[src/rtl/soc_pkg.sv]
`default_nettype none

package soc_pkg;

   // ----------------------------------------
   // bus widths
   // ----------------------------------------
   localparam int ADDR_W = 32;
   localparam int DATA_W = 32;
   localparam int SEL_W  = 4;   // one select per byte lane

   // ----------------------------------------
   // memory
   // ----------------------------------------
   localparam int MEM_WORDS = 2048;   // 8 KiB of 32-bit words

   // ----------------------------------------
   // data bus region map, adr[31:30]
   // ----------------------------------------
   typedef enum logic [1:0] {
      REG_MEM   = 2'b00,
      REG_GPIO  = 2'b01,
      REG_TIMER = 2'b10,
      REG_EXT   = 2'b11
   } region_e;

endpackage

`default_nettype wire
[src/rtl/soc_timer.sv]
`default_nettype none

module soc_timer (
   input  logic                        i_clk,
   input  logic                        i_rst_n,
   input  logic                        i_cyc,
   input  logic                        i_we,
   input  logic [soc_pkg::DATA_W-1:0]  i_dat,
   output logic [soc_pkg::DATA_W-1:0]  o_rdt,
   output logic                        o_irq
);

   logic [soc_pkg::DATA_W-1:0] count;
   logic [soc_pkg::DATA_W-1:0] compare;
   logic [soc_pkg::DATA_W-1:0] delta;
   logic                       armed;

   // ----------------------------------------
   // counter and compare
   // ----------------------------------------
   always_ff @(posedge i_clk) begin
      if (!i_rst_n) begin
         count <= '0;
         armed <= 1'b0;
      end else begin
         count <= count + 1'b1;   // free running, wraps
         if (i_cyc & i_we)
            armed <= 1'b1;
      end
   end

   always_ff @(posedge i_clk) begin
      if (i_cyc & i_we)
         compare <= i_dat;
   end

   // wrap-safe compare via the sign of the difference
   assign delta = count - compare;
   assign o_irq = armed & ~delta[soc_pkg::DATA_W-1];

   assign o_rdt = count;

endmodule

`default_nettype wire

[config.mk]
export PLATFORM = sky130hd
export DESIGN_NAME = soc_timer
export DESIGN_NICKNAME = d
export VERILOG_FILES = /design/src/rtl/soc_pkg.sv /design/src/rtl/soc_timer.sv
export SDC_FILE = /design/constraint.sdc
export NUM_CORES = 1
export LEC_CHECK = 0
export BUFFER_PORTS_ARGS = -buffer_cell sky130_fd_sc_hd__buf_2
export CAP_MARGIN = 0
export CORE_UTILIZATION = 58
export DETAILED_ROUTE_END_ITERATION = 10
export GPL_TIMING_DRIVEN = 0
export PLACE_DENSITY = 0.85
export SYNTH_ARGS = -nofsm -noshare
export SYNTH_HDL_FRONTEND = slang
export SYNTH_SLANG_ARGS = --single-unit
export TNS_END_PERCENT = 30
[constraint.sdc]
create_clock -name i_clk -period 3.3 [get_ports i_clk]
set_input_delay 0.33 -clock i_clk [delete_from_list [all_inputs] [get_ports i_clk]]
set_output_delay 0.33 -clock i_clk [all_outputs]
set_load 0.005 [all_outputs]
# --- Yosys cells after proc, flatten, opt, wreduce, memory -nomap -nowiden ---
# Cells that the tools add are included.
classes:
  addsub: 2
  n_bitwise: 3
ops:
  columns: ["op", "n"]
  rows:
  - ["32-bit by 1-bit adder with 32-bit output (second input constant)", 1]
  - ["32-bit subtractor", 1]
  - ["1-bit AND", 2]
  - ["1-bit NOT", 1]
word_totals:
  reg_bits: 65
  input_bits: 36
  output_inout_bits: 33
  elab_cells: 8

# --- Longest topological paths before layout ---
depth:
  depth_word: 3
  ltp_mapped: 8
  ltp_nobuf: 8

# --- Worst setup path before layout ---
# OpenSTA, ideal clock, no wires.
synth_timing:
  kind: "register -> output"
  from: "register count, in the netlist o_rdt[20]"
  to: "output o_irq"
  arrival_ns: 1.807
  t_required_ns: 2.970
  setup_slack_ns: 1.163
  path_stages_with_launch: 8
  n_path_buf: 0
  path_cell_list: "dfxtp_1 ha_1 a21oi_1 o21ai_0 a221o_1 a211o_1 a2111o_1 nand3_1"
synth_via:
  elab_chain_cells: 3
synth_lines:
  columns: ["item", "line_no", "rtl"]
  rows:
  - ["start: declaration", "soc_timer.sv:13", "logic [soc_pkg::DATA_W-1:0] count;"]
  - ["start signal: assignment", "soc_timer.sv:26", "count <= count + 1'b1;"]
  - ["32-bit subtractor", "soc_timer.sv:38", "assign delta = count - compare;"]
  - ["1-bit NOT", "soc_timer.sv:39", "assign o_irq = armed & ~delta[soc_pkg::DATA_W-1];"]
  - ["1-bit AND", "soc_timer.sv:39", null]
  - ["end: declaration", "soc_timer.sv:10", "output logic o_irq"]
# Every way passes these cells.

# --- Final worst setup path ---
# Ends and elaborated chain as after synthesis.

==> flow_summary.yaml <==
status:
  status: "complete, no violations"
sta:
  min_period_over_period_pct: 85.2
  tns_ns: 0
  rsz0062_at_grt: "false"
  hold_viol_final: 0
  tightest_slew_ns: 0.797
  setup_viol: 0
  hold_slack_ns: 0.150
  report.final.slew_viol_count: 0
  relSlewSlack_pct: 46.8
  period_needed_ns: 2.81
  fmax_mhz: 356
  worst_clock_skew_ns: 0.00887
logic_synthesis:
  synth_top_family_by_area: "simple AND/OR/NAND/NOR gates"
  synth_fa_ha_area_share_pct: 12.0
  synthDistinctLibCells: 36
  ys_ff_latch: 65
  syn_nets: 365
  synth-xor-area-share_pct: 7.61
  synthTopCellsByArea: "edfxtp_1 (30%), dfxtp_1 (20%), ha_1 (12%)"
  synth-simple-area-share_pct: 20.0
  yosysTopAreaCellShare_pct: 29.8
  synth_area_um2: 3220
  avgSynthCellArea_um2: 10.8
  synthMuxAreaShare_pct: 0
  synth_cells: 298
  yosysWarnings: 0
  post-synth-top-area-cell: "edfxtp_1"
  yosysSeqAreaShare_pct: 50.3
  synth_compound_gate_area_share_pct: 6.13
global_route:
  grt_max_degree: 34
  track_usage_pct: 24.1
  grt_overflow: 0
  antenna_found_initial: 0
  grt_pass1_wl_um: 10800
  grt_pass1_vias: 2423
place:
  place_congestion: 0.825
  detailed_place_hpwl_um: 4610
  place_area_um2: 3650
  numPortBuffers: 68
cells_and_area:
  final_nets: 444
  final_core_util_pct: 73.9
  drive_gt1_share_pct: 23.3
  n_antenna_cell: 0
  area.growth.synth_to_final_pct: 20.1
  finish.instance_area_um2: 3870
worst_hold_path:
  hp-start: "i_dat[4]"
  hold_path.class: "in -> reg"
  hold_end: "compare[4]$_DFFE_PP_"
  min_path_cells: 1
floorplan:
  num_rows: 26
  ios: 69
  die_area_um2: 5860
  fp.coreArea_um2: 5240
  initial_core_util_pct: 61.5
  die_x_um: 76.5
  fp.dieH_um: 76.5
route:
  vias: 2415
  vias_per_cell: 5.34
  wl_per_cell_um: 14.4
  drc: 0
  antenna_left: 0
  drt-pass1-iter-count: 4
  first_iter_violations: 111
  totalWireLength_um: 6490
clocking:
  post_cts_buffers: 0
  htreeDepth: 3
  root_buffer: "clkbuf_8"
  clkSinkCount: 65
  path_clk_slew_ns: 0.07
  post_cts_resize_count: 0
  clockBufferDepth: 2
  cts_made_buffers: 9
  clkLatencyLatePin_ns: 0.35
  ctsHoldBuffers: 0
  cts_tree: "yes"
power_and_ir_drop:
  vdd_drop_max_uv: 387
  leakagePower_nw: 1.85
  power_density_nw_per_um2: 448
critical_path:
  worstPathArrival_ns: 2.48
  required_ns: 2.97
  r2r_end: "o_rdt[31]$_SDFF_PN0_"
  reg2reg_slack_ns: 1.25
  reg2reg_from: "o_rdt[2]$_SDFF_PN0_"
  critical_path_class: "reg -> out"
  cp-end-kind: "output pin"
  reg2regPathDepth: 6
  start_kind: "flop"
  cp_max_fo: 7
job:
  max_cap_violations: 0
[how the worst max path moves through the flow]
stage / from / to / slack, ns / cells past startpoint
final: o_rdt[20]$_SDFF_PN0_ / o_irq / 0.49 / 8
after CTS: o_rdt[20]$_SDFF_PN0_ / o_irq / 0.51 / 8
after floorplan: o_rdt[20]$_SDFF_PN0_ / o_irq / 1.16 / 7
after global routing: o_rdt[20]$_SDFF_PN0_ / o_irq / 0.39 / 8
after global placement: o_rdt[20]$_SDFF_PN0_ / o_irq / 0.95 / 8
after detailed placement: o_rdt[20]$_SDFF_PN0_ / o_irq / 0.89 / 8
[metrics by stage]
stage | setup slack, ns | cells | total power, mW
6_report | 0.489 | 452 | 1.74
5_1_grt | 0.385 | 452 | 1.78
4_1_cts | 0.511 | 452 | 1.74
3_5_place_dp | 0.891 | 436 | 1.00
3_3_place_gp | 0.950 | 436 | 0.996
2_1_floorplan | 1.16 | 298 | 0.959
[cells in the final DEF, fill, tap and decap left out, types with 2 or more instances in the layout]
cell       instances
buf_2             68
dfxtp_1           33
edfxtp_1          32
inv_1             31
ha_1              31
and2_1            25
nand2_1           20
xnor2_1           18
a21oi_1           16
nand3_1           15
xor2_1            10
clkbuf_8          10
nand4_1            9
o21ai_0            8
nor2_1             7
and4_1             7
nor2b_1            5
clkbuf_1           3
and3_1             3
or3_1              3
o21ai_1            2
nor3_1             2
a21boi_1           2
bufinv_16          2
clkinv_2           2
[report_power, final]
part / switching [mW] / leakage, nW / internal (mW)
combinational: 0.0515 / 1.17 / 0.0410
clock: 0.310 / 0.110 / 0.440
sequential: 0.0128 / 0.567 / 0.880
[cell families after synthesis]
logic type	Yosys count
buf+inv	34
fa+ha+maj	31
simple gates	106
compound gates	34
flops	65
xor+xnor	28
[flip-flops by register name, indices dropped and copies added (netlist names)]
register,count
armed,1
compare,32
o_rdt,32
[Yosys cell counts]
cell and instances:
dfxtp_1 33, edfxtp_1 32, ha_1 31, inv_1 31, and2_1 26, nand2_1 20
xnor2_1 18, a21oi_1 16, nand3_1 15, xor2_1 10, nand4_1 9, o21ai_0 8
and4_1 7, nor2_1 7, nor2b_1 5, and3_1 3, clkbuf_1 3, or3_1 3
a21boi_1 2, nor3_1 2, o21ai_1 2, a2111o_1 1, a211o_1 1, a21boi_0 1
a21o_1 1, a221o_1 1, and2b_1 1, and4_4 1, nand2b_1 1, nand4_2 1
nand4_4 1, nor3b_2 1, nor4_1 1, nor4b_4 1, o21a_1 1, or2_1 1
[metal layers]
layer,wire [um],track usage (%)
met1,2860,29.3
met2,3160,40.1
met3,390,5.63
met4,85,11.9
met5,0,0
[area by class of cell]
type | instances | area [um^2]
clock inverters | 6 | 81.3
multi-input cells | 199 | 1480
plain buffers | 3 | 11.3
repair buffers | 68 | 340
fillers | 385 | 1370
well taps | 70 | 87.6
flip-flops and latches | 65 | 1620
clock buffers | 10 | 138
inverters | 31 | 116
[critical path: stages, from the launching register on]
cell and delay [ns]:
dfxtp_1 0.46, ha_1 0.30, a21oi_1 0.13, o21ai_0 0.11
a221o_1 0.33, a211o_1 0.30, a2111o_1 0.29, nand3_1 0.10
buf_2 0.12
Power figures use the tool's default switching activity.
