<file path="src/rtl/soc_pkg.sv">
`default_nettype none

package soc_pkg;

   // ----------------------------------------
   // bus widths
   // ----------------------------------------
   localparam int ADDR_W = 32;
   localparam int DATA_W = 32;
   localparam int SEL_W  = 4;   // one select per byte lane

   // ----------------------------------------
   // memory
   // ----------------------------------------
   localparam int MEM_WORDS = 2048;   // 8 KiB of 32-bit words

   // ----------------------------------------
   // data bus region map, adr[31:30]
   // ----------------------------------------
   typedef enum logic [1:0] {
      REG_MEM   = 2'b00,
      REG_GPIO  = 2'b01,
      REG_TIMER = 2'b10,
      REG_EXT   = 2'b11
   } region_e;

endpackage

`default_nettype wire
</file>
<file path="src/rtl/soc_mux.sv">
`default_nettype none

module soc_mux (
   input  logic                        i_clk,
   input  logic                        i_rst_n,
   // data side
   input  logic [soc_pkg::ADDR_W-1:0]  i_adr,
   input  logic [soc_pkg::DATA_W-1:0]  i_dat,
   input  logic [soc_pkg::SEL_W-1:0]   i_sel,
   input  logic                        i_we,
   input  logic                        i_cyc,
   output logic [soc_pkg::DATA_W-1:0]  o_rdt,
   output logic                        o_ack,
   // memory side
   output logic [soc_pkg::ADDR_W-1:0]  o_mem_adr,
   output logic [soc_pkg::DATA_W-1:0]  o_mem_dat,
   output logic [soc_pkg::SEL_W-1:0]   o_mem_sel,
   output logic                        o_mem_we,
   output logic                        o_mem_cyc,
   input  logic [soc_pkg::DATA_W-1:0]  i_mem_rdt,
   input  logic                        i_mem_ack,
   // timer side
   output logic [soc_pkg::DATA_W-1:0]  o_timer_dat,
   output logic                        o_timer_we,
   output logic                        o_timer_cyc,
   input  logic [soc_pkg::DATA_W-1:0]  i_timer_rdt,
   // external side
   output logic                        o_ext_cyc,
   // gpio
   output logic                        o_gpio
);

   soc_pkg::region_e region;

   logic                       gpio_cyc;
   logic                       periph_cyc;
   logic                       periph_ack;
   logic [soc_pkg::DATA_W-1:0] periph_rdt;

   // ----------------------------------------
   // region decode and cyc steering
   // ----------------------------------------
   assign region = soc_pkg::region_e'(i_adr[soc_pkg::ADDR_W-1 -: 2]);

   assign o_mem_cyc   = i_cyc & (region == soc_pkg::REG_MEM);
   assign gpio_cyc    = i_cyc & (region == soc_pkg::REG_GPIO);
   assign o_timer_cyc = i_cyc & (region == soc_pkg::REG_TIMER);
   assign o_ext_cyc   = i_cyc & (region == soc_pkg::REG_EXT);

   assign periph_cyc = gpio_cyc | o_timer_cyc;

   // memory passes straight through
   assign o_mem_adr = i_adr;
   assign o_mem_dat = i_dat;
   assign o_mem_sel = i_sel;
   assign o_mem_we  = i_we;

   assign o_timer_dat = i_dat;
   assign o_timer_we  = i_we;

   // ----------------------------------------
   // gpio bit and peripheral acks
   // ----------------------------------------
   always_ff @(posedge i_clk) begin
      if (!i_rst_n) begin
         o_gpio     <= 1'b0;
         periph_ack <= 1'b0;
      end else begin
         periph_ack <= periph_cyc & ~periph_ack;   // one ack per request
         if (gpio_cyc & i_we & ~periph_ack)
            o_gpio <= i_dat[0];
      end
   end

   // read data lands with the ack
   always_ff @(posedge i_clk) begin
      if (region == soc_pkg::REG_GPIO)
         periph_rdt <= {{(soc_pkg::DATA_W-1){1'b0}}, o_gpio};
      else
         periph_rdt <= i_timer_rdt;
   end

   assign o_rdt = (region == soc_pkg::REG_MEM) ? i_mem_rdt : periph_rdt;
   assign o_ack = i_mem_ack | periph_ack;   // ext ack merged at top

endmodule

`default_nettype wire

</file>
<file path="config.mk">
export PLATFORM = sky130hd
export DESIGN_NAME = soc_mux
export DESIGN_NICKNAME = d
export VERILOG_FILES = /design/src/rtl/soc_pkg.sv /design/src/rtl/soc_mux.sv
export SDC_FILE = /design/constraint.sdc
export NUM_CORES = 1
export LEC_CHECK = 0
export ABC_AREA = 1
export BUFFER_PORTS_ARGS = -buffer_cell sky130_fd_sc_hd__buf_2
export CAP_MARGIN = 10
export CORE_AREA = 2 2 108 110
export CTS_CLUSTER_SIZE = 8
export DETAILED_ROUTE_END_ITERATION = 8
export DIE_AREA = 0 0 110 112
export PLACE_DENSITY = 0.53
export SLEW_MARGIN = 20
export SYNTH_ARGS = -nofsm -noshare
export SYNTH_HDL_FRONTEND = slang
export SYNTH_SLANG_ARGS = --single-unit
</file>
<file path="constraint.sdc">
create_clock -name i_clk -period 0.95 [get_ports i_clk]
set_input_delay 0.095 -clock i_clk [delete_from_list [all_inputs] [get_ports i_clk]]
set_output_delay 0.095 -clock i_clk [all_outputs]
set_load 0.02 [all_outputs]
</file>
---- Word-level counts from Yosys, hierarchy flattened ----
Cells that the tools add are included.
word-level totals
  bits in registers ....................... 34
  input bits .............................. 137
  output and inout bits ................... 139
operators by class
  eq/ne operators ......................... 3
  multiplexer cells ....................... 2
  bitwise gates (word level) .............. 10
  reduce and logical (&&, ||, !) cells .... 1
operators with widths
  kind                count
  $mux 32             1
  $and 1x1->1         7
  $eq 2x2->1 const B  2
  $eq 2x1->1 const B  1
  $logic_not 2->1     1
  $or 1x1->1          2
  $mux 1              1
  $not 1->1           1

---- Depth between registers and ports, before layout ----
  depth after elaboration ................. 4
  depth in mapped cells ................... 6

---- Worst setup path before layout ----
OpenSTA, ideal clock, no wires.
  kind .................................... input to output
  start ................................... input i_adr[31] (netlist bit)
  end ..................................... output o_mem_cyc
  arrival ................................. 0.733 ns
  data required time ...................... 0.855 ns
  setup slack ............................. 0.122 ns
  stages on the path ...................... 4
  path through ............................ nor2_4 inv_4 buf_6 nor2_1
on the way
  word-level cells in the longest chain between the ends .. 2
ends and longest elaborated chain
  element          line           text
  from (decl)      soc_mux.sv:7   input logic [soc_pkg::ADDR_W-1:0] i_adr,
  $logic_not 2->1  soc_mux.sv:45  assign o_mem_cyc = i_cyc & (region == soc_pkg::REG_MEM);
  $and 1x1->1      soc_mux.sv:45
  to (decl)        soc_mux.sv:19  output logic o_mem_cyc,
Every way passes these cells.

---- Worst setup path in the final report ----
  start ................................... register periph_ack
  end ..................................... output o_ack
on the way
  word-level cells in the longest chain between the ends .. 1
ends and longest elaborated chain
  element                 line           text
  from (decl)             soc_mux.sv:37  logic periph_ack;
  from (signal assigned)  soc_mux.sv:69  periph_ack <= periph_cyc & ~periph_ack;
  $or 1x1->1              soc_mux.sv:84  assign o_ack = i_mem_ack | periph_ack;
  to (decl)               soc_mux.sv:13  output logic o_ack,
Every way passes these cells.

==> impl_metrics.env <==
export IMPL_status="complete, but fails checks"
export IMPL_violations="setup timing"
export IMPL_root_buffer="clkbuf_16"
export IMPL_syn_to_final_growth_pct=28.08
export IMPL_cp_buffers_inverters=1
export IMPL_seq_power_share=0.354
export IMPL_drc_errors=0
export IMPL_numCtsBuffers=5
export IMPL_ys_seq_elements=34
export IMPL_grt_pass1_vias=1835
export IMPL_via_per_inst=3.706
export IMPL_r2r_cells=6
export IMPL_rsz0062_at_grt="true"
export IMPL_avgSynthCellArea_um2=6.806
export IMPL_drt_total_wl_um=6196
export IMPL_clock_sinks=34
export IMPL_synth_cell_type_count=12
export IMPL_r2r_slack_ns=0.17
export IMPL_grt_max_degree=34
export IMPL_fin_crit_sh=1.094
export IMPL_maxSlewViolCount=0
export IMPL_wl_per_cell_um=12.54
export IMPL_nNetsFinal=487
export IMPL_grt_overflow=0
export IMPL_start_util=0.2010
export IMPL_p_int_mw=3.223
export IMPL_dieArea_mm2=0.01232
export IMPL_yosysWarnings=0
export IMPL_drive_above_1_share=0.5385
export IMPL_rows=39
export IMPL_crit_arrival_ns=0.94
export IMPL_dr_pass1_iters=4
export IMPL_syn_inst=330
export IMPL_required_ns=0.85
export IMPL_relSlewSlack=0.9114
export IMPL_fmax_mhz=961.9
export IMPL_crit_chain="or2_4 -> buf_6"
export IMPL_syn_area_mm2=0.002246
export IMPL_dp_hpwl_um=4487
export IMPL_cp_top_family="flip-flops"
export IMPL_worstReg2RegEnd="o_gpio$_SDFFE_PN0P_"
export IMPL_hold_viol_final=0
export IMPL_antenna_found_initial=0
export IMPL_diodes=0
export IMPL_fin_ws_ns=-0.08959
export IMPL_tightest_slew_ns=0.1315
export IMPL_cts_tree="built"
export IMPL_power_switching_mw=1.167
export IMPL_seq_area_frac_synth=0.3031
export IMPL_layout_common_cells="buf_2 (84), nand2_1 (57), nor2_1 (38), inv_1 (36), nand2_2 (32)"
export IMPL_p_leak_nw=1.662
export IMPL_coreArea_mm2=0.01117
export IMPL_period_needed_ns=1.040
export IMPL_die_w_um=110
export IMPL_drt_iter0_drc=51
export IMPL_power_density_mw_per_mm2=1526
export IMPL_clock_skew_ns=0.0006563
export IMPL_critPathKind="flop to primary output"
export IMPL_die_h_um=112
export IMPL_total_power_mw=4.390
export IMPL_p_sw_frac=0.2657
export IMPL_min_from="i_timer_rdt[25]"
export IMPL_clk_pin_slew_ns=0.05
export IMPL_ctsLongestPathBuffers=2
export IMPL_peakVddDrop_uv=774.8
export IMPL_vias=1831
export IMPL_worstPathMaxFanout=3
export IMPL_hold_depth=3
export IMPL_ant_nets=0
export IMPL_htreeDepth=2
export IMPL_hold_end="periph_rdt[25]$_SDFF_PN0_"
export IMPL_rr_startpoint="periph_ack$_SDFF_PN0_"
export IMPL_setup_worst_path_end_class="primary output"
export IMPL_cap_violations=0
export IMPL_final_common_cell="buf_2"
export IMPL_clock_latency_ns=0.27
export IMPL_grt_pass1_wl_um=8949
export IMPL_grt_usage=0.09487
export IMPL_pre_cts_ws_ns=-0.05384
export IMPL_ios=276
export IMPL_slowest_delay_ns=0.32
export IMPL_start_kind="flop"
export IMPL_combinationalPowerShare=0.247
export IMPL_place_gp_congestion=0.7562
export IMPL_slowest_stage="dfxtp_2"
export IMPL_syn_nets=467
export IMPL_finalSetupViolations=21
export IMPL_clkPwrFrac=0.399
export IMPL_port_buffers=114
export IMPL_hold_path_class="input pin to flop"
## synth_stat cells
master / n / share of area
nor2_4: 1 / 0.0050
nand3_1: 1 / 0.0022
nor2_1: 38 / 0.064
inv_2: 1 / 0.0017
inv_1: 36 / 0.060
buf_4: 105 / 0.35
dfxtp_1: 34 / 0.30
o21ai_0: 1 / 0.0022
or2_2: 1 / 0.0028
nand2_1: 105 / 0.18
buf_6: 6 / 0.030
inv_4: 1 / 0.0028
## tightest hold or removal path: stages
cell    delay, ns
buf_2        0.09
inv_1        0.04
nor2_1       0.03
## registers in the layout, indices dropped and copies added, names as in the netlist
signal / count
periph_rdt: 32
o_gpio: 1
periph_ack: 1
## logic make-up after synthesis
| group | after synthesis | synth area share |
|---|---|---|
| AO/OA/AOI/OAI | 1 | 0.002226 |
| flip-flops | 34 | 0.3031 |
| AND/OR/NAND/NOR | 146 | 0.2490 |
| buffers and inverters | 149 | 0.4457 |
## routing by layer
metal,global-route usage,routed length (um),vias to the layer above
li1,-,-,890
met1,0.09665,2077,779
met4,0.05232,258,0
met3,0.04391,701,26
met5,0,0,-
met2,0.1583,3159,136
## through the flow
stage	cells	hold slack (ns)	TNS [ns]	utilization	instance area, um2
floorplan	330	0.2053	0	-	2246
global placement	482	0.1901	-0.5145	0.1989	2222
detailed placement	482	0.1901	-1.030	0.1989	2222
CTS	493	0.02264	-0.3381	0.2337	2611
global route	494	0.03208	-1.701	0.2574	2877
finish	494	0.03002	-0.4428	0.2574	2877
## worst max-delay path by stage
| stage | from | endpoint | slack (ns) | cells past startpoint |
|---|---|---|---|---|
| after global routing | periph_ack$_SDFF_PN0_ | o_ack | -0.12 | 2 |
| after CTS | periph_ack$_SDFF_PN0_ | o_ack | -0.10 | 2 |
| after floorplan | i_adr[31] | o_mem_cyc | 0.12 | 4 |
| after detailed placement | i_adr[31] | o_rdt[21] | -0.05 | 6 |
| after global placement | i_adr[31] | o_rdt[31] | -0.04 | 6 |
| final | periph_ack$_SDFF_PN0_ | o_ack | -0.09 | 2 |
## area by class of cell
type / count / area, um2
Inverter: 38 / 158.9
Fill cell: 1224 / 8298
Timing Repair Buffer: 124 / 918.4
Clock buffer: 8 / 166.4
Multi-Input combinational cell: 147 / 767.0
Sequential cell: 34 / 686.9
Tap cell: 143 / 178.9
## power groups by stage
stage	combinational [mW]	sequential [mW]	clock (mW)
finish	1.08	1.55	1.75
global route	1.18	1.56	1.90
CTS	0.959	1.55	1.83
detailed placement	0.795	1.58	0
global placement	0.793	1.58	0
floorplan	1.06	1.57	0
## timing repair
item / in CTS / in global routing
gates cloned: 2 / 1
hold buffers: 0 / 0
hold endpoints to repair: 0 / 0
setup endpoints to repair: 34 / 34
resized for setup: 51 / 77
buffers inserted: 2 / 0
pin swaps: 5 / 21
No activity file was read; power rests on OpenSTA's default activity.
