--- src/rtl/soc_pkg.sv ---
`default_nettype none

package soc_pkg;

   // ----------------------------------------
   // bus widths
   // ----------------------------------------
   localparam int ADDR_W = 32;
   localparam int DATA_W = 32;
   localparam int SEL_W  = 4;   // one select per byte lane

   // ----------------------------------------
   // memory
   // ----------------------------------------
   localparam int MEM_WORDS = 2048;   // 8 KiB of 32-bit words

   // ----------------------------------------
   // data bus region map, adr[31:30]
   // ----------------------------------------
   typedef enum logic [1:0] {
      REG_MEM   = 2'b00,
      REG_GPIO  = 2'b01,
      REG_TIMER = 2'b10,
      REG_EXT   = 2'b11
   } region_e;

endpackage

`default_nettype wire
--- src/rtl/soc_arbiter.sv ---
`default_nettype none

module soc_arbiter (
   input  logic                        i_clk,
   input  logic                        i_rst_n,
   // data side
   input  logic [soc_pkg::ADDR_W-1:0]  i_dbus_adr,
   input  logic [soc_pkg::DATA_W-1:0]  i_dbus_dat,
   input  logic [soc_pkg::SEL_W-1:0]   i_dbus_sel,
   input  logic                        i_dbus_we,
   input  logic                        i_dbus_cyc,
   output logic [soc_pkg::DATA_W-1:0]  o_dbus_rdt,
   output logic                        o_dbus_ack,
   // instruction side
   input  logic [soc_pkg::ADDR_W-1:0]  i_ibus_adr,
   input  logic                        i_ibus_cyc,
   output logic [soc_pkg::DATA_W-1:0]  o_ibus_rdt,
   output logic                        o_ibus_ack,
   // memory side
   output logic [soc_pkg::ADDR_W-1:0]  o_mem_adr,
   output logic [soc_pkg::DATA_W-1:0]  o_mem_dat,
   output logic [soc_pkg::SEL_W-1:0]   o_mem_sel,
   output logic                        o_mem_we,
   output logic                        o_mem_cyc,
   input  logic [soc_pkg::DATA_W-1:0]  i_mem_rdt,
   input  logic                        i_mem_ack
);

   logic busy;      // transaction in flight at the RAM
   logic owner_i;   // ibus holds the locked grant
   logic gnt_i;     // ibus is routed this cycle

   // dbus wins a tie when idle, locked owner otherwise
   assign gnt_i = busy ? owner_i : (i_ibus_cyc & ~i_dbus_cyc);

   assign o_mem_adr = gnt_i ? i_ibus_adr : i_dbus_adr;
   assign o_mem_dat = i_dbus_dat;   // don't care on fetches, we is low
   assign o_mem_sel = gnt_i ? {soc_pkg::SEL_W{1'b1}} : i_dbus_sel;
   assign o_mem_we  = ~gnt_i & i_dbus_we;   // fetches only read
   assign o_mem_cyc = gnt_i ? i_ibus_cyc : i_dbus_cyc;

   // ----------------------------------------
   // grant lock
   // ----------------------------------------
   always_ff @(posedge i_clk) begin
      if (!i_rst_n) begin
         busy    <= 1'b0;
         owner_i <= 1'b0;
      end else if (busy) begin
         if (i_mem_ack)
            busy <= 1'b0;   // release, next request waits a cycle
      end else if (o_mem_cyc) begin
         busy    <= 1'b1;
         owner_i <= gnt_i;
      end
   end

   assign o_dbus_rdt = i_mem_rdt;
   assign o_ibus_rdt = i_mem_rdt;
   assign o_dbus_ack = i_mem_ack & ~owner_i;
   assign o_ibus_ack = i_mem_ack & owner_i;

endmodule

`default_nettype wire

--- config.mk ---
export PLATFORM = sky130hd
export DESIGN_NAME = soc_arbiter
export DESIGN_NICKNAME = d
export VERILOG_FILES = /design/src/rtl/soc_pkg.sv /design/src/rtl/soc_arbiter.sv
export SDC_FILE = /design/constraint.sdc
export NUM_CORES = 1
export LEC_CHECK = 0
export BUFFER_PORTS_ARGS = -buffer_cell sky130_fd_sc_hd__buf_2
export CORE_AREA = 5 5 104 106
export DETAILED_ROUTE_END_ITERATION = 7
export DIE_AREA = 0 0 109 111
export GPL_ROUTABILITY_DRIVEN = 0
export HOLD_SLACK_MARGIN = 0.03
export PLACE_DENSITY = 0.49
export SKIP_LAST_GASP = 1
export SYNTH_ARGS = -nofsm -noshare
export SYNTH_HDL_FRONTEND = slang
export SYNTH_SLANG_ARGS = --single-unit
--- constraint.sdc ---
create_clock -name i_clk -period 1.9 [get_ports i_clk]
set_clock_uncertainty 0.1 [all_clocks]
set_input_delay 0.19 -clock i_clk [delete_from_list [all_inputs] [get_ports i_clk]]
set_output_delay 0.19 -clock i_clk [all_outputs]
set_load 0.01 [all_outputs]
Yosys cells after proc, flatten, opt, wreduce, memory -nomap -nowiden
Cells that the tools add are included.
{"block": "totals", "regBits": 2, "out_inout_bits": 136, "latchBits": 0, "mem_bits_rw": 0, "memories": 0, "romBits": 0, "word_cells": 18}
{"block": "op_classes", "div": 0, "magnitude_cmp": 0, "n_eq_ne": 0, "reduce_logical": 1, "n_mux": 7, "shift": 0, "n_bitwise": 8, "mul": 0, "n_addsub": 0}
{"operator": "2-to-1 mux 32 bit", "n": 1}
{"operator": "2-to-1 mux 1 bit", "n": 5}
{"operator": "AND 1 bit", "n": 4}
{"operator": "2-to-1 mux 4 bit", "n": 1}
{"operator": "inverter 1 bit", "n": 4}
{"operator": "AND reduction 2 bit", "n": 1}

Logic depth before layout (Yosys ltp)
Gate-level depths: netlist (run 1).
{"block": "depth", "ltp_word": 6, "mapped_depth": 5, "mapped_depth_nobuf": 3}

Worst setup path after synthesis (run 1)
Ideal clock, no wire load.
{"block": "synth_path", "kind": "flip-flop to output port", "from": "register busy", "to": "output o_mem_adr[10] (netlist name)", "path_buffers": 2, "slack_ns": 0.366, "arrival_ns": 1.244, "stages_incl_launch_ff": 6, "t_required_ns": 1.610, "path_cell_list": "dfxtp_1 > nor2b_1 > a21boi_1 > buf_6 > buf_8 > mux2_4"}
{"block": "synth_via", "elab_chain_len": 2}
{"element": "start, declared", "line": "soc_arbiter.sv:29", "source": "logic busy;"}
{"element": "start signal, assigned", "line": "soc_arbiter.sv:47", "source": "busy <= 1'b0;"}
{"element": "start signal, assigned", "line": "soc_arbiter.sv:51", "source": "busy <= 1'b0;"}
{"element": "start signal, assigned", "line": "soc_arbiter.sv:53", "source": "busy <= 1'b1;"}
{"element": "2-to-1 mux 1 bit", "line": "soc_arbiter.sv:34", "source": "assign gnt_i = busy ? owner_i : (i_ibus_cyc & ~i_dbus_cyc);"}
{"element": "2-to-1 mux 32 bit", "line": "soc_arbiter.sv:36", "source": "assign o_mem_adr = gnt_i ? i_ibus_adr : i_dbus_adr;"}
{"element": "end, declared", "line": "soc_arbiter.sv:20", "source": "output logic [soc_pkg::ADDR_W-1:0] o_mem_adr,"}
No other way between the ends.

Worst setup path after layout (run 1)
{"block": "layout_path", "from": "register busy", "to": "output o_mem_adr[3] (netlist name)"}
The elaborated chain is that of the path after synthesis.

==> results of run 1 <==
-- power by group through the flow --
stage | registers (mW) | clock network (mW) | logic, mW
after floorplan | 0.0495 | 0 | 0.414
after global placement | 0.0501 | 0 | 0.359
after detailed placement | 0.0505 | 0 | 0.362
after CTS | 0.0506 | 0.171 | 0.389
after global routing | 0.0506 | 0.174 | 0.444
final | 0.0501 | 0.164 | 0.416
-- path summary, 6_finish.rpt --
kind	end	slack, ns	cells past startpoint
worst min register to register	owner_i$_SDFFE_PN0P_	0.47	1
worst min-delay path	owner_i$_SDFFE_PN0P_	0.14	2
worst max-delay path	o_mem_adr[3]	0.005	6
worst max register to register	busy$_SDFF_PN0_	0.79	3
-- sequential cells by signal, summed over array words and instances (netlist names) --
signal   flops
busy         1
owner_i      1
-- cell families after synthesis --
group / synth area share [%]
flip-flops: 2.92
AND/OR/NAND/NOR: 4.47
multiplexers: 33.1
AO/OA/AOI/OAI: 2.83
buffers and inverters: 56.7
-- metal layers --
layer | vias to the layer above | wire length (um)
met1 | 455 | 1320
met3 | 35 | 760
met5 | - | 0
li1 | 443 | -
met2 | 110 | 2110
met4 | 0 | 264
-- synthesized netlist by cell type --
cell type | number | share of area, %
a21boi_1 | 1 | 0.55
a21oi_1 | 2 | 0.73
and2_1 | 2 | 0.91
buf_4 | 96 | 53
buf_6 | 2 | 1.6
buf_8 | 2 | 2.2
dfxtp_1 | 2 | 2.9
inv_1 | 1 | 0.27
mux2_2 | 7 | 5.7
mux2_4 | 25 | 27
nand2_1 | 2 | 0.55
nand2b_1 | 4 | 1.8
nor2_1 | 1 | 0.27
nor2b_1 | 2 | 0.91
o221a_2 | 1 | 0.82
o311a_1 | 1 | 0.73
-- cells in the final DEF (no fill, tap or decap), drive strengths merged --
| cell type | n |
|---|---|
| a21boi | 1 |
| nand2b | 4 |
| nor2 | 1 |
| clkbuf | 4 |
| buf | 121 |
| nand2 | 2 |
| o311a | 1 |
| o221a | 1 |
| nor2b | 2 |
| dfxtp | 2 |
| inv | 1 |
| mux2 | 32 |
| a21oi | 2 |
| and2 | 2 |
-- worst register-to-register path: cells and delay by family, from the launching register on --
| kind | cells | cell delay, ns |
|---|---|---|
| buffers and inverters | 2 | 0.27 |
| AO/OA/AOI/OAI | 1 | 0.28 |
| flip-flops | 1 | 0.34 |
-- repair_timing --
action                     4_1_cts  5_1_grt
cloned                           1        2
pin swaps                        1        0
buffers inserted                 2        4
setup endpoints to repair       32       30
resized for setup                3       11
-- area by class of cell --
cell class	count	area [um2]
fill	1079	8140
timing repair buffer	122	714
multi-input combinational	48	571
tap	133	166
sequential	2	45.0
clock buffer	3	41.3
inverter	1	3.75
==> flow_metrics.tcl, run 1 <==
set metrics [dict create \
    outcome "finished clean" \
    grt_usage_pct 5.64 \
    seqPwrFrac_pct 8.0 \
    dp_hpwl_mm 3.47 \
    cts_made_buffers 3 \
    fin_tns_setup_ns 0 \
    slew_violations 0 \
    slew_headroom_pct 88.1 \
    worstPathMaxFanout 10 \
    yosys_register_bits 2 \
    cts.sinks 2 \
    worstMarginPinSlew_ns 0.178 \
    ctsHoldBuffers 0 \
    pwr_density_cell_nw_per_um2 408 \
    area_delta_synth_final_pct 12.4 \
    instances_no_fill 309 \
    total_power_mw 0.629 \
    fmax_ghz 0.528 \
    cts_root_buffer "clkbuf_8" \
    rsz0062_at_grt "true" \
    antenna_cells 0 \
    cp.required_ns 1.61 \
    cp_num_buf_inv 3 \
    initial_core_util_pct 14.2 \
    arrival_ns 1.61 \
    postLayoutCoreUtil_pct 15.9 \
    cap_viol_max_count 0 \
    top_usage_layer "met2" \
    syn_avg_cell_area_um2 9.08 \
    p_leak_nw 0.874 \
    crit_family "buffers and inverters" \
    p_sw_mw 0.199 \
    yosysUniqueCellTypes 16 \
    post_drt_wl_per_cell_um 14.4 \
    fin_ws_ns 0.00499 \
    vias 1043 \
    hp-class "input pin to flop" \
    clockBufferDepth 2 \
    drc 0 \
    firstDrtPassIters 2 \
    r2r_start "busy$_SDFF_PN0_" \
    clkPwrFrac_pct 26.0 \
    grt.met2_usage_pct 9.99 \
    post-route-period-util_pct 99.7 \
    syn_nets 289 \
    grt_pass1_wl_mm 5.33 \
    htreeDepth 1 \
    cp-start-kind "flop" \
    place_ws_ns 0.129 \
    worstSetupPathType "flop to output port" \
    clkLatencyLatePin_ns 0.20 \
    setup_viol_count_final 0 \
    die_height_um 111 \
    core_area_um2 9680 \
    use_met3_pct 2.85 \
    via_per_inst 3.38 \
    synth_seq_area_share_pct 2.92 \
    antenna_found_initial 0 \
    placementRows 36 \
    io_buffers 113 \
    place_inst 298 \
    critPathMaxStageDelay_ns 0.34 \
    final_area_um2 1540 \
    min_from "i_rst_n" \
    die_w_um 109 \
    fin_worst_hold_slack_ns 0.140 \
    period_needed_ns 1.90 \
    drt_iter0_drc 52 \
    grt_pass1_vias 1051 \
    yosys_warnings 0 \
    placed_area_um2 1360 \
    p_int_mw 0.430 \
    comb_power_share_pct 66.0 \
    use_met1_pct 4.34 \
    crit_chain "nand2_2 -> a21boi_4 -> buf_4 -> buf_12 -> mux2_2 -> buf_2" \
    irDropWorstVdd_mv 0.127 \
    die-area_um2 12100 \
    clkTransAtPathRegs_ns 0.03 \
    syn_inst 151 \
    critPathSlowestCell "dfxtp_4" \
    worstSetupStartpoint "busy$_SDFF_PN0_" \
    grt_max_degree 20 \
    overflow 0 \
    switching_share_pct 31.7 \
    antenna_left 0 \
    drive_gt1_share_pct 92.6 \
    pin_count 274 \
    hold_viol_final 0 \
    routed_wl_mm 4.45 \
    syn_area_um2 1370 \
    cts_tree "yes" \
    nets 316 \
    end_kind "output port" \
]
Power figures use the tool's default switching activity.
==> run 2: changes to the inputs <==
==> constraint.sdc (replaced) <==
create_clock -name i_clk -period 1.9 [get_ports i_clk]
set_clock_uncertainty 0.1 [all_clocks]
set_input_delay 0.19 -clock i_clk [delete_from_list [all_inputs] [get_ports i_clk]]
set_output_delay 0.19 -clock i_clk [all_outputs]
set_load 0.005 [all_outputs]
==> run 2 against run 1 <==
Against the previous run: global-route usage hardly changed; largest cell class unchanged; largest power group unchanged; count of clock-buffer cells in the layout is the same; first-iteration DRC count fell by 25%.
==> flow_metrics.tcl, run 2 (synthesis gave the netlist of run 1 again) <==
set metrics [dict create \
    grt_max_degree 20 \
    io_buffers 113 \
    drive_gt1_share_pct 91.3 \
    drc 0 \
    cp.required_ns 1.61 \
    cts.sinks 2 \
    grt_usage_pct 5.67 \
    slew_headroom_pct 88.2 \
    antenna_cells 0 \
    nFillCells 1089 \
    p_leak_nw 0.846 \
    clkTransAtPathRegs_ns 0.03 \
    cap_viol_max_count 0 \
    drt_iter0_drc 39 \
    firstDrtPassIters 4 \
    setup_viol_count_final 0 \
    placementRows 36 \
    antenna_found_initial 0 \
    cts_tree "yes" \
    routed_wl_mm 4.30 \
    worstSetupPathType "flop to output port" \
    dp_hpwl_mm 3.50 \
    final_common_cell "buf_2" \
    vias 1011 \
    nets 312 \
    r2r_start "busy$_SDFF_PN0_" \
    layout_common_cells "buf_2, mux2_4, mux2_2" \
    worstMarginPinSlew_ns 0.176 \
    place_ws_ns 0.144 \
    grt_pass1_wl_mm 5.42 \
    hold_viol_final 0 \
    antenna_left 0 \
    period_needed_ns 1.85 \
    cp-start-kind "flop" \
    pwr_density_cell_nw_per_um2 386 \
    reg_top3 "busy (1), owner_i (1)" \
    worstSetupStartpoint "owner_i$_SDFFE_PN0P_" \
    fmax_ghz 0.540 \
    overflow 0 \
    slew_violations 0 \
    core_area_um2 9680 \
    end_kind "output port" \
    post_drt_wl_per_cell_um 14.1 \
    fin_ws_ns 0.0481 \
    irDropWorstVdd_mv 0.195 \
    worstPathMaxFanout 9 \
    via_per_inst 3.31 \
    ctsHoldBuffers 0 \
    fin_tns_setup_ns 0 \
    initial_core_util_pct 14.2 \
    outcome "finished clean" \
    clkLatencyLatePin_ns 0.21 \
    htreeDepth 1 \
    die_height_um 111 \
    rsz0062_at_grt "true" \
    post-route-period-util_pct 97.5 \
    die-area_um2 12100 \
    cts_root_buffer "clkbuf_8" \
    pin_count 274 \
    cts_made_buffers 3 \
    arrival_ns 1.56 \
    area_delta_synth_final_pct 7.85 \
    hp-class "input pin to flop" \
    min_from "i_rst_n" \
    clockBufferDepth 2 \
    die_w_um 109 \
    grt_pass1_vias 1038 \
]
[run 2: cell count changes in the layout (fill, tap and decap cells not counted), sizes merged]
cell and delta:
buf -4
[run 2: area by class of cell]
class | instances | area (um2) | share of cell area, %
repair buffers | 118 | 658 | 44.5
multi-input cells | 48 | 568 | 38.4
well taps | 133 | 166 | 11.3
flip-flops and latches | 2 | 41.3 | 2.79
clock buffers | 3 | 41.3 | 2.79
inverters | 1 | 3.75 | 0.254
[run 2: final timing paths]
check,end,slack [ns],cells after the start
setup / recovery,o_mem_adr[9],0.05,6
hold / removal,busy$_SDFF_PN0_,0.15,2
setup reg to reg,owner_i$_SDFFE_PN0P_,0.99,2
hold reg to reg,busy$_SDFF_PN0_,0.45,1
[run 2: routing by layer]
layer | part of all wire [%] | global-route usage (%) | up-vias
met3 | 20 | 3.67 | 35
met5 | 0 | 0 | -
met1 | 29 | 4.10 | 429
met2 | 45 | 9.83 | 110
li1 | - | - | 437
met4 | 6.1 | 4.88 | 0
[run 2: stage by stage]
step	std cells	instance area, um2	total power, mW	utilization, %	hold WS [ns]
floorplan	151	1370	0.388	-	0.236
global placement	298	1360	0.378	14.1	0.280
detailed placement	298	1360	0.382	14.1	0.280
CTS	304	1460	0.575	15.1	0.148
global route	305	1480	0.611	15.3	0.158
finish	305	1480	0.572	15.3	0.152
[run 2: repair_timing]
action                     in CTS  in global routing
cloned                          1                  1
setup endpoints to repair      32                 21
pin swaps                       1                  0
setup buffers                   2                  1
resized for setup               3                  0
[run 2: power breakdown]
group	switching (mW)	internal [mW]
combinational	0.127	0.232
clock	0.0284	0.133
sequential	0.00459	0.0462
[run 2: critical path, cell delays in order (launching register included)]
cell and delay, ns:
dfxtp_1 0.38, nand2_1 0.09, a21boi_4 0.15, buf_12 0.14, clkbuf_16 0.17, mux2_4 0.30
buf_2 0.13
